==> src/engine_pkg.sv <==
// Engine-side type definitions for the graph read/write slice
// Packet layout, per-field sequence state and the static engine configuration
// Referenced by scoped name from the kernel, engine, top level and testbench

package engine_pkg;

  // ------------------------------
  // Sizes
  // ------------------------------
  localparam int num_fields  = 4;
  localparam int field_w     = 32;
  localparam int num_engines = 2;

  // ------------------------------
  // Packet
  // ------------------------------
  typedef enum logic [1:0] {
    seq_invalid = 2'd0,
    seq_running = 2'd1,
    seq_done    = 2'd2
  } field_state_t;

  typedef struct packed {
    logic [num_fields-1:0][field_w-1:0] field;
    field_state_t [num_fields-1:0]      field_state;
  } engine_packet_t;

  // ------------------------------
  // Configuration
  // ------------------------------
  // ops_mask row i picks the source field for destination i,
  // the highest set bit wins when several are set
  typedef struct packed {
    logic [num_fields-1:0]                 const_mask;
    logic [num_fields-1:0][num_fields-1:0] ops_mask;
    logic [field_w-1:0]                    const_value;
    logic [field_w-1:0]                    index_start;
    logic [4:0]                            granularity;
    logic                                  direction;   // 1 shifts left
    logic                                  mode_write;  // 1 writes field 0
  } engine_config_t;

endpackage

==> src/memory_pkg.sv <==
// Scratch memory interface definitions
// Request and response words exchanged between engines, arbiter and memory
// The write data width follows the engine field width

package memory_pkg;

  // ------------------------------
  // Sizes
  // ------------------------------
  localparam int mem_depth   = 256;
  localparam int mem_addr_w  = 8;
  localparam int engine_id_w = 1;

  // ------------------------------
  // Request and response
  // ------------------------------
  // Address is the low mem_addr_w bits of the scaled offset
  typedef struct packed {
    logic [mem_addr_w-1:0]          addr;
    logic [engine_pkg::field_w-1:0] wdata;
    logic                           write;
  } mem_req_t;

  typedef struct packed {
    logic [engine_pkg::field_w-1:0] rdata;
  } mem_rsp_t;

endpackage

==> src/rw_engine.sv <==
// Read/write engine
// Takes one kernel result at a time, performs its single memory access
// through the arbiter and offers the finished packet downstream
// A write stores field 0, a read replaces field 0 and marks it done

module rw_engine (
  input  logic                       ap_clk,
  input  logic                       rst_n,
  input  engine_pkg::engine_config_t cfg,
  input  engine_pkg::engine_packet_t pkt_in,
  input  logic                       in_valid,
  input  logic                       out_ready,
  input  logic                       req_ready,
  input  memory_pkg::mem_rsp_t       rsp,
  input  logic                       rsp_valid,
  output logic                       in_ready,
  output engine_pkg::engine_packet_t pkt_out,
  output logic                       out_valid,
  output memory_pkg::mem_req_t       req,
  output logic                       req_valid
);

  typedef enum logic [1:0] {
    st_idle,
    st_request,
    st_wait_read,
    st_present
  } state_t;

  state_t                            state;
  logic                              k_out_ready;
  logic                              k_out_valid;
  engine_pkg::engine_packet_t        k_pkt;
  logic [memory_pkg::mem_addr_w-1:0] k_addr;
  engine_pkg::engine_packet_t        hold_pkt;
  logic [memory_pkg::mem_addr_w-1:0] hold_addr;

  rw_kernel kernel_i (
    .ap_clk    (ap_clk),
    .rst_n     (rst_n),
    .cfg       (cfg),
    .pkt_in    (pkt_in),
    .in_valid  (in_valid),
    .out_ready (k_out_ready),
    .in_ready  (in_ready),
    .addr      (k_addr),
    .pkt_out   (k_pkt),
    .out_valid (k_out_valid)
  );

  // Kernel drains only while no access is in progress
  assign k_out_ready = (state == st_idle);

  assign req.addr  = hold_addr;
  assign req.wdata = hold_pkt.field[0];
  assign req.write = cfg.mode_write;
  assign req_valid = (state == st_request);
  assign out_valid = (state == st_present);
  assign pkt_out   = hold_pkt;

  // ------------------------------
  // Access FSM
  // ------------------------------
  always_ff @(posedge ap_clk) begin
    if (!rst_n) begin
      state <= st_idle;
    end else begin
      case (state)
        st_idle: begin
          if (k_out_valid) state <= st_request;
        end
        st_request: begin
          if (req_ready) state <= cfg.mode_write ? st_present : st_wait_read;
        end
        st_wait_read: begin
          if (rsp_valid) state <= st_present;
        end
        default: begin
          if (out_ready) state <= st_idle;
        end
      endcase
    end
  end

  // Packet capture and read merge
  always_ff @(posedge ap_clk) begin
    if (state == st_idle && k_out_valid) begin
      hold_pkt  <= k_pkt;
      hold_addr <= k_addr;
    end else if (state == st_wait_read && rsp_valid) begin
      hold_pkt.field[0]       <= rsp.rdata;
      hold_pkt.field_state[0] <= engine_pkg::seq_done;
    end
  end

endmodule

==> src/rw_kernel.sv <==
// Read/write kernel, three registered stages
// Stage 1 rebuilds the packet from fields and constants, stage 2 scales the
// word address, stage 3 presents packet and address with a valid bit
// All stages stall together when the output is held

module rw_kernel (
  input  logic                            ap_clk,
  input  logic                            rst_n,
  input  engine_pkg::engine_config_t      cfg,
  input  engine_pkg::engine_packet_t      pkt_in,
  input  logic                            in_valid,
  input  logic                            out_ready,
  output logic                            in_ready,
  output logic [memory_pkg::mem_addr_w-1:0] addr,
  output engine_pkg::engine_packet_t      pkt_out,
  output logic                            out_valid
);

  logic                                advance;
  logic                                s1_valid;
  logic                                s2_valid;
  engine_pkg::engine_packet_t          s1_pkt;
  engine_pkg::engine_packet_t          s2_pkt;
  engine_pkg::engine_config_t          cfg_s1;
  logic [memory_pkg::mem_addr_w-1:0]   s2_addr;
  logic [engine_pkg::field_w-1:0]      offset_sum;
  logic [engine_pkg::field_w-1:0]      offset_scaled;

  // Field selection, constants first, then the highest ops_mask bit
  function automatic engine_pkg::engine_packet_t select_fields(
    input engine_pkg::engine_config_t c,
    input engine_pkg::engine_packet_t p
  );
    engine_pkg::engine_packet_t r;
    for (int i = 0; i < engine_pkg::num_fields; i++) begin
      r.field[i]       = '0;
      r.field_state[i] = engine_pkg::seq_invalid;
      for (int j = 0; j < engine_pkg::num_fields; j++) begin
        if (c.ops_mask[i][j]) begin
          r.field[i]       = p.field[j];
          r.field_state[i] = p.field_state[j];
        end
      end
      if (c.const_mask[i]) begin
        r.field[i]       = c.const_value;
        r.field_state[i] = engine_pkg::seq_running;
      end
    end
    return r;
  endfunction

  // One stall condition freezes the whole pipe
  assign advance  = !(out_valid && !out_ready);
  assign in_ready = advance;

  // Field 1 of the rebuilt packet is the index offset
  always_comb begin
    offset_sum = cfg_s1.index_start + s1_pkt.field[1];
    if (cfg_s1.direction) begin
      offset_scaled = offset_sum << cfg_s1.granularity;
    end else begin
      offset_scaled = offset_sum >> cfg_s1.granularity;
    end
  end

  // ------------------------------
  // Valid chain
  // ------------------------------
  always_ff @(posedge ap_clk) begin
    if (!rst_n) begin
      s1_valid  <= 1'b0;
      s2_valid  <= 1'b0;
      out_valid <= 1'b0;
    end else if (advance) begin
      s1_valid  <= in_valid;
      s2_valid  <= s1_valid;
      out_valid <= s2_valid;
    end
  end

  // ------------------------------
  // Payload stages
  // ------------------------------
  always_ff @(posedge ap_clk) begin
    if (advance) begin
      s1_pkt  <= select_fields(cfg, pkt_in);
      cfg_s1  <= cfg;
      s2_pkt  <= s1_pkt;
      s2_addr <= offset_scaled[memory_pkg::mem_addr_w-1:0];
      pkt_out <= s2_pkt;
      addr    <= s2_addr;
    end
  end

endmodule

==> config.mk <==
export PLATFORM = sky130hd
export DESIGN_NAME = rw_engine
export DESIGN_NICKNAME = d
export VERILOG_FILES = /design/src/engine_pkg.sv /design/src/memory_pkg.sv /design/src/rw_engine.sv /design/src/rw_kernel.sv
export SDC_FILE = /design/constraint.sdc
export NUM_CORES = 1
export LEC_CHECK = 0
export ABC_AREA = 1
export BUFFER_PORTS_ARGS = -buffer_cell sky130_fd_sc_hd__buf_2
export CORE_MARGIN = 2
export CORE_UTILIZATION = 42
export DETAILED_ROUTE_END_ITERATION = 6
export HOLD_SLACK_MARGIN = 0.1
export RECOVER_POWER = 50
export SYNTH_ARGS = -nofsm -noshare
export SYNTH_HDL_FRONTEND = slang
export SYNTH_SLANG_ARGS = --single-unit
==> constraint.sdc <==
create_clock -name ap_clk -period 15.8 [get_ports ap_clk]
set_clock_uncertainty 0.05 [all_clocks]
set_input_delay 0.79 -clock ap_clk [delete_from_list [all_inputs] [get_ports ap_clk]]
set_output_delay 0.79 -clock ap_clk [all_outputs]
set_load 0.02 [all_outputs]
# == After elaboration in Yosys (flattened, before gate mapping) ==
# Cells that the tools add are included.
# totals
regBits,611
input_bits,265
word_cells,107
output_inout_bits,180
# op_classes
n_mux,47
n_addsub,1
n_reduce_logical,9
shift,2
n_eq_ne,6
# ops
cell,n
two-way mux 32 bit,22
two-way mux 2 bit,22
adder 32 bit,1
<< shifter 32 x 5 -> 8 bit,1
>> shifter 32 x 5 -> 8 bit,1
two-way mux 8 bit,1
"!= test 2 bit, second input constant",3
case mux 2 bit (3 select lines),1
"== test 2 bit, second input constant",2
AND reduction 4 bit,1
nonzero test 4 bit,1
logical AND 1 bit,3
"== test 2 x 1 -> 1 bit, second input constant",1
logical NOT 1 bit,2
logical NOT 2 bit,1
nonzero test 2 bit,1
two-way mux 1 bit,1

# == Longest topological paths before layout ==
# Gate-level depths: netlist (run 1).
# logic_depth
depth_word,5
ltp_mapped,20

# == By module ==
# Synthesis (run 1) repeated with hierarchy kept, for this count alone.
# unflattened
hier_cells,2558
hier_area_um2,28372.2
# by_module_without_submodules
module,cells_per_inst,seq_area_each_um2,area_each_um2,n_inst
rw_kernel,2240,13933.4,23138.4,1
rw_engine,318,4364.2,5233.8,1

# == Least setup slack after synthesis (run 1) ==
# OpenSTA, ideal clock, no wires.
# synth_timing
path_kind,register to register
startpoint,reg state[0]
endpoint,reg kernel_i.out_valid
path_buffers,0
stages_incl_launch_ff,7
arrival_time_ps,11962
synth_period_minus_slack_ps,12138
setup_slack_ps,3662
path_cell_list,dfxtp_1 inv_1 ha_1 inv_1 nand2_1 inv_1 o21a_1
# synth_via
elab_chain_len,3
# synth_lines
element,line,text
start: declaration,rw_engine.sv:30,state_t state;
start signal: assignment,rw_engine.sv:66,state <= st_idle;
start signal: assignment,rw_engine.sv:70,if (k_out_valid) state <= st_request;
start signal: assignment,rw_engine.sv:73,if (req_ready) state <= cfg.mode_write ? st_present : st_wait_read;
logical NOT 2 bit,rw_engine.sv:52,assign k_out_ready = (state == st_idle);
logical NOT 1 bit,rw_kernel.sv:53,assign advance = !(out_valid && !out_ready);
logical AND 1 bit,rw_kernel.sv:53,
end signal: assignment,rw_kernel.sv:77,out_valid <= s2_valid;
end: declaration,rw_kernel.sv:16,output logic out_valid
# No other way between the ends.
# A chain may end at the register's enable or synchronous reset.

# == Worst setup path after layout (run 1) ==
# layout_timing
startpoint,reg state[1]
endpoint,"reg hold_pkt (netlist bit pkt_out[8]), data pin"
# layout_via
elab_chain_len,3
# layout_lines
element,line,text
logical NOT 2 bit,rw_engine.sv:87,if (state == st_idle && k_out_valid) begin
logical AND 1 bit,rw_engine.sv:87,
two-way mux 32 bit,rw_engine.sv:87,
end signal: assignment,rw_engine.sv:88,hold_pkt <= k_pkt;
end: declaration,rw_engine.sv:35,engine_pkg::engine_packet_t hold_pkt;
# No other way between the ends.

==> results of run 1 <==
## layout by cell type, fill, tap and decap left out, drive strengths merged, types with 14 or more instances in the layout
master	netlist	layout
edfxtp	606	606
clkbuf	109	259
o21ai	149	149
a221o	45	45
o221ai	65	65
inv	243	253
a221oi	27	27
ha	35	35
nor2	149	149
a22oi	95	95
a21oi	135	135
nand3	205	205
buf	58	280
nand2	482	482
diode	0	14
clkinv	10	31
o211ai	80	80
## cells by family (layout without fill, tap and decap cells)
| family | after synthesis | in the layout | share of synthesized area (%) |
|---|---|---|---|
| other | 0 | 14 | 0 |
| AO/OA/AOI/OAI | 604 | 604 | 14.3 |
| AND/OR/NAND/NOR | 862 | 862 | 13.3 |
| buffers and inverters | 420 | 832 | 6.15 |
| XOR/XNOR | 3 | 3 | 0.0927 |
| adder cells (fa/ha/maj) | 36 | 36 | 1.61 |
| flip-flops | 611 | 611 | 64.5 |
## synth_stat cells (all sizes together)
library cell	n
a22oi	95
a31oi	3
ha	35
o21bai	1
or2	4
nand3	205
o22ai	2
nor2	149
fa	1
o21a	1
clkbuf	109
nand3b	7
edfxtp	606
buf	58
a221o	45
o221ai	65
nand2	482
a21oi	135
a211oi	1
nand4	8
clkinv	10
nor3	6
xor2	3
a221oi	27
dfxtp	5
o21ai	149
o211ai	80
inv	243
nor4	1
## sequential cells by signal, summed over array words and instances, names as in the netlist
signal,flops
kernel_i.s1_pkt,136
pkt_out,136
kernel_i.s1_valid,1
hold_addr,8
kernel_i.s2_pkt,136
kernel_i.out_valid,1
kernel_i.cfg_s1,38
kernel_i.s2_addr,8
state,2
kernel_i.pkt_out,136
kernel_i.addr,8
kernel_i.s2_valid,1
## cell type report
cell class / count / area share (%)
diodes: 14 / 0.106
clock buffers: 79 / 5.29
clock inverters: 40 / 1.13
inverters: 253 / 2.89
multi-input cells: 1505 / 25.2
flip-flops and latches: 611 / 55.6
well taps: 873 / 3.32
repair buffers: 460 / 6.45
## worst max-delay path: cells and delay by family (launching register included)
kind | cells | cell delay, ns
adder cells (fa/ha/maj) | 1 | 0.22
AND/OR/NAND/NOR | 3 | 0.31
flip-flops | 1 | 0.37
buffers and inverters | 4 | 6.45
## layer usage
layer,global-route usage [%],share of wire (%),up-vias
li1,-,-,9969
met3,5.84,9.2,236
met2,43.6,46,1313
met5,0,0.16,-
met4,9.78,3.7,24
met1,36.8,41,10701
## final timing paths
path / from / endpoint / slack (ns) / cells past startpoint
min: cfg[20] / kernel_i.cfg_s1[20] / 0.29 / 1
min reg2reg: kernel_i.addr[7] / hold_addr[7] / 0.34 / 0
max: state[1] / pkt_out[8] / 8.10 / 8
max reg2reg: state[1] / pkt_out[8] / 8.10 / 8
## per-stage QoR
step,utilization (%),hold WS (ns),cell area [sq um],power (mW),std cells
floorplan,-,0.350,28400,2.72,2536
global placement,46.3,0.353,31000,2.98,3702
detailed placement,46.3,0.355,31000,2.99,3702
CTS,49.4,0.248,33100,4.51,3821
global route,49.1,0.272,32900,4.67,3824
finish,49.1,0.289,32900,4.48,3835
## power by group
part | leakage [nW] | switching (mW) | internal (mW)
combinational | 5.97 | 0.541 | 0.216
sequential | 6.20 | 0.113 | 2.09
clock | 1.04 | 0.643 | 0.878
==> flow_summary.yaml, run 1 <==
detailed_routing:
  ant_nets: 0
  vias: 22243
  routed_wl_um: 96900
  viasPerCell: 5.80
  firstDrtPassIters: 7
  drc_errors: 0
  routedWlPerCell_um: 25.3
  drtIter0Drc: 2966
floorplan:
  die_h_um: 264
  fp.dieW_um: 264
  num_io_pins: 445
  num_rows: 95
  core_sq_um: 67000
  die-area_sq_um: 69600
  start_util_pct: 42.3
setup_path:
  critPathRequiredTime_ns: 16.10
  cp-start-kind: "flop"
  cp_common_cell: "nand2_1"
  crit_chain: "inv_1 -> ha_1 -> nand2_1 -> clkbuf_1 -> clkinvlp_2 -> buf_4 -> nand2_1 -> nand2_1"
  crit_path_top_delay_cell: "clkinvlp_2"
  crit_fanout: 86
  endpoint_kind: "flop"
  criticalPathCategory: "flop to flop"
  arrival_ns: 8.00
  slowest_delay_ns: 3.76
clock_tree:
  clock-root-buffer: "clkbuf_16"
  postCtsSetupBuffers: 0
  cts_tree: "done"
  clock_path_buffers: 3
  cts_buffers: 67
  path_clk_slew_ns: 0.06
  cts-resized-gates: 0
  clock_sinks: 611
  insertion_delay_ns: 0.63
  cts_hold_buffers: 0
  htree_num_levels: 3
pwr:
  power.density_nw_per_um2: 136
  peakVddDrop_mv: 0.0764
  leakage_nw: 13.2
placement:
  gp_congestion: 0.899
  dp_slack_ns: 11.75
  io_buffer_count: 444
  place_hpwl_um: 69000
outcome:
  status: "finished with violations"
  violations: "capacitance limit, slew limit"
timing:
  tns_ns: 0
  worst_pin_slew_ns: 3.90
  drv_slew: 204
  worst_slack_ns: 8.10
  timing.final.crit_share_pct: 48.8
  rsz0062_at_grt: "false"
  setup_viol: 0
  max_freq_ghz: 0.130
  period_needed_ns: 7.70
  hold_violations: 0
  maxSlewHeadroom_pct: -161
synthesis:
  ys_ff_latch: 611
  synth.top_cell.area_share_pct: 64.2
  yosysSeqAreaShare_pct: 64.5
  synth_cell_types: 42
  syn-num-nets: 2837
  yosysWarnings: 0
  avgSynthCellArea_sq_um: 11.2
  ys_top_cells_by_area: "edfxtp_1 64%, nand2_1 6.1%, nand3_1 3.3%"
  netlist_area_sq_um: 28400
  yosysTopAreaCell: "edfxtp_1"
  synth_cells: 2536
global_routing:
  grtUsageTotal_pct: 27.3
  grt_pass1_vias: 20962
  grt_max_degree: 176
  grt_antenna_before_repair: 31
  gr-total-overflow: 0
  grt_pass1_wl_um: 139000
cells_and_area:
  final_layout_size_suffix_gt1_share_pct: 15.3
  regArea_sq_um: 18300
  layout.nets: 3199
  multi_input_area_sq_um: 8310
  areaGrowthSynthToFinish_pct: 16.1
  nFillCells: 6225
job:
  max_cap_violations: 4
min_path:
  hp-class: "primary input to flop"
No activity file was read; power rests on OpenSTA's default activity.
==> run 2: changes to the inputs <==
--- a/config.mk
+++ b/config.mk
@@ -5,7 +5,7 @@
 export SDC_FILE = /design/constraint.sdc
 export NUM_CORES = 1
 export LEC_CHECK = 0
-export ABC_AREA = 1
+export ABC_AREA = 0
 export BUFFER_PORTS_ARGS = -buffer_cell sky130_fd_sc_hd__buf_2
 export CORE_MARGIN = 2
 export CORE_UTILIZATION = 42
==> constraint.sdc (replaced) <==
create_clock -name ap_clk -period 6.95 [get_ports ap_clk]
set_clock_uncertainty 0.05 [all_clocks]
set_input_delay 0.3475 -clock ap_clk [delete_from_list [all_inputs] [get_ports ap_clk]]
set_output_delay 0.3475 -clock ap_clk [all_outputs]
set_load 0.02 [all_outputs]
==> run 2 against run 1 <==
Compared with the run above: the run still ends with capacitance limit, slew limit left; via count fell by 0.68%; die area rose by 0.16%; non-clock buffer count rose by 147; critical path depth rose by 2; synthesized cell count fell by 0.28%; setup slack got worse by 5.6 ns; sequential share of layout area fell by 2.6 points; largest cell class unchanged; sequential power rose by 120%.
==> flow_summary.yaml, run 2 <==
outcome:
  status: "finished with violations"
  violations: "capacitance limit, slew limit"
timing:
  period_needed_ns: 4.44
  maxSlewHeadroom_pct: -141
  max_freq_ghz: 0.225
  worst_pin_slew_ns: 3.61
  rsz0062_at_grt: "false"
  setup_viol: 0
  worst_slack_ns: 2.51
  drv_slew: 307
  hold_violations: 0
  timing.final.crit_share_pct: 63.9
clock_tree:
  postCtsSetupBuffers: 0
  cts_buffers: 68
  cts_tree: "done"
  path_clk_slew_ns: 0.06
  htree_num_levels: 3
  clock_sinks: 611
  insertion_delay_ns: 0.61
  cts-resized-gates: 0
  clock_path_buffers: 3
  clock-root-buffer: "clkbuf_16"
cells_and_area:
  areaGrowthSynthToFinish_pct: 21.6
  multi_input_area_sq_um: 9020
  final_cell_mix: "606 x edfxtp_1, 440 x nor2_1, 418 x a21oi_1"
  final_util_pct: 51.5
  regArea_sq_um: 18300
  layout.nets: 3296
  final_common_cell: "edfxtp_1"
  final-instance-count-excl-fill: 3950
  final_layout_size_suffix_gt1_share_pct: 14.8
  nFillCells: 5924
floorplan:
  fp.dieW_um: 264
  die_h_um: 264
  core_sq_um: 67000
  die-area_sq_um: 69700
  num_rows: 95
  start_util_pct: 42.4
  num_io_pins: 445
synthesis:
  yosysWarnings: 0
  ys.flop_type: "edfxtp_1"
  syn-num-nets: 2830
  ys_ff_latch: 611
  synth_edf_count: 606
  synth_cells: 2529
  async_reset_ff_share_pct: 0
  yosysTopAreaCell: "edfxtp_1"
  yosysSeqAreaShare_pct: 64.4
  netlist_area_sq_um: 28400
  ys_top_cells_by_area: "edfxtp_1 64%, a21oi_1 7.4%, nor2_1 5.8%"
  synth.top_cell.area_share_pct: 64.1
  synth_cell_types: 79
  synthTopCellsByCount: "606 x edfxtp_1, 440 x nor2_1, 418 x a21oi_1, 279 x nand2_1, 159 x o21ai_0"
  avgSynthCellArea_sq_um: 11.2
  synth.most_common_cell: "edfxtp_1"
detailed_routing:
  firstDrtPassIters: 6
  viasPerCell: 5.59
  routed_wl_um: 91500
  vias: 22091
  ant_nets: 0
  routedWlPerCell_um: 23.2
  drtIter0Drc: 2255
  drc_errors: 0
global_routing:
  grtUsageTotal_pct: 25.8
  grt_max_degree: 166
  grt_antenna_before_repair: 48
  gr-total-overflow: 0
  grt_pass1_vias: 20991
  grt_pass1_wl_um: 136000
setup_path:
  crit_path_top_delay_cell: "clkbuf_1"
  r2r_slack_ns: 2.76
  endpoint_kind: "flop"
  crit_chain: "buf_2 -> clkbuf_1 -> nor2b_4 -> a22oi_1 -> nor2_1 -> a21oi_1 -> nor2_1 -> a21oi_1 -> o21ai_0 -> dlygate4sd3_1"
  crit_family: "buffers and inverters"
  crit_fanout: 36
  path_buf_inv: 3
  criticalPathCategory: "primary input to flop"
  cp-start-kind: "primary input"
  critPathRequiredTime_ns: 7.24
  slowest_delay_ns: 1.90
  arrival_ns: 4.74
  r2r-start: "state[0]"
  worst_r2r_path_depth: 5
  crit-reg2reg-capture: "pkt_out[15]"
placement:
  place_hpwl_um: 61300
  io_buffer_count: 444
  dp.cells: 3660
  gp_congestion: 0.869
  dp_slack_ns: 2.97
min_path:
  holdPathEnd: "state[0]"
  hold_depth: 5
  hp-class: "primary input to flop"
  min_from: "cfg[0]"
pwr:
  peakVddDrop_mv: 0.214
  leakage_nw: 13.1
  power.density_nw_per_um2: 300
job:
  max_cap_violations: 6
-- run 2: cell types whose count changed after synthesis, moves of 24 or more --
cell      delta
nor2_1     +305
a221o_1     -43
a22oi_1     -48
nand3_1    -171
mux2_2      +41
o221ai_1    -62
mux2i_1     +24
a21oi_1    +285
o211ai_1    -72
nand2_1    -184
clkbuf_1    +27
inv_1      -222
-- run 2: worst max path at each step --
stage	startpoint	to	slack, ns	cells past startpoint
6_report	cfg[84]	kernel_i.s1_pkt[126]	2.51	10
3_5_place_dp	kernel_i.s1_pkt[40]	kernel_i.s2_addr[5]	2.97	12
3_3_place_gp	kernel_i.cfg_s1[7]	kernel_i.s2_addr[5]	3.00	12
4_1_cts	kernel_i.s1_pkt[40]	kernel_i.s2_addr[5]	2.98	12
2_1_floorplan	state[1]	kernel_i.addr[0]	-1.26	4
5_1_grt	state[0]	pkt_out[16]	2.38	5
-- run 2: layer usage --
| metal | global-route usage (%) | up-vias | part of all wire, % |
|---|---|---|---|
| met2 | 40.6 | 1074 | 46 |
| met1 | 34.0 | 10597 | 41 |
| met5 | 0 | - | 0.22 |
| li1 | - | 10180 | - |
| met3 | 6.46 | 208 | 8.5 |
| met4 | 11.3 | 32 | 3.8 |
-- run 2: tightest hold or removal path, cell delays in order --
cell	delay, ns
buf_2	0.09
a211oi_1	0.06
nor2_1	0.08
mux2i_1	0.07
nor2b_1	0.10
-- run 2: timing repair --
action                                 CTS  global route
endpoints found under the hold margin  182             0
setup endpoints to repair                0             0
hold buffers                           138             0
-- run 2: logic make-up after synthesis --
family / after synthesis / synth area share [%]
compound gates: 746 / 15.0
simple gates: 807 / 11.4
fa+ha+maj: 36 / 1.61
flops: 611 / 64.4
buf+inv: 228 / 3.86
mux: 67 / 2.63
xor+xnor: 34 / 1.05
-- run 2: layout make-up --
| cell class | count | share of cell area, % |
|---|---|---|
| antenna | 27 | 0.196 |
| sequential | 611 | 53.0 |
| inverter | 17 | 0.199 |
| clock buffer | 76 | 5.26 |
| multi-input combinational | 1690 | 26.1 |
| clock inverter | 49 | 1.82 |
| tap | 873 | 3.16 |
| timing repair buffer | 607 | 10.3 |
-- run 2: power breakdown --
part	total, mW	leakage (nW)	switching, mW	internal, mW
clock	3.89	1.18	1.53	2.36
combinational	1.64	5.49	1.07	0.572
sequential	4.83	6.42	0.193	4.64
total	10.4	13.1	2.79	7.57
-- run 2: stage by stage --
step                      area (sq um)  total power, mW  hold WS [ns]  setup TNS (ns)
after CTS                        34800             10.5         0.100               0
after detailed placement         31000             6.48         0.355               0
final                            34600             10.4         0.132               0
after floorplan                  28400             5.91         0.350         -580.74
after global placement           31000             6.45         0.351               0
after global routing             34500             10.8         0.140               0
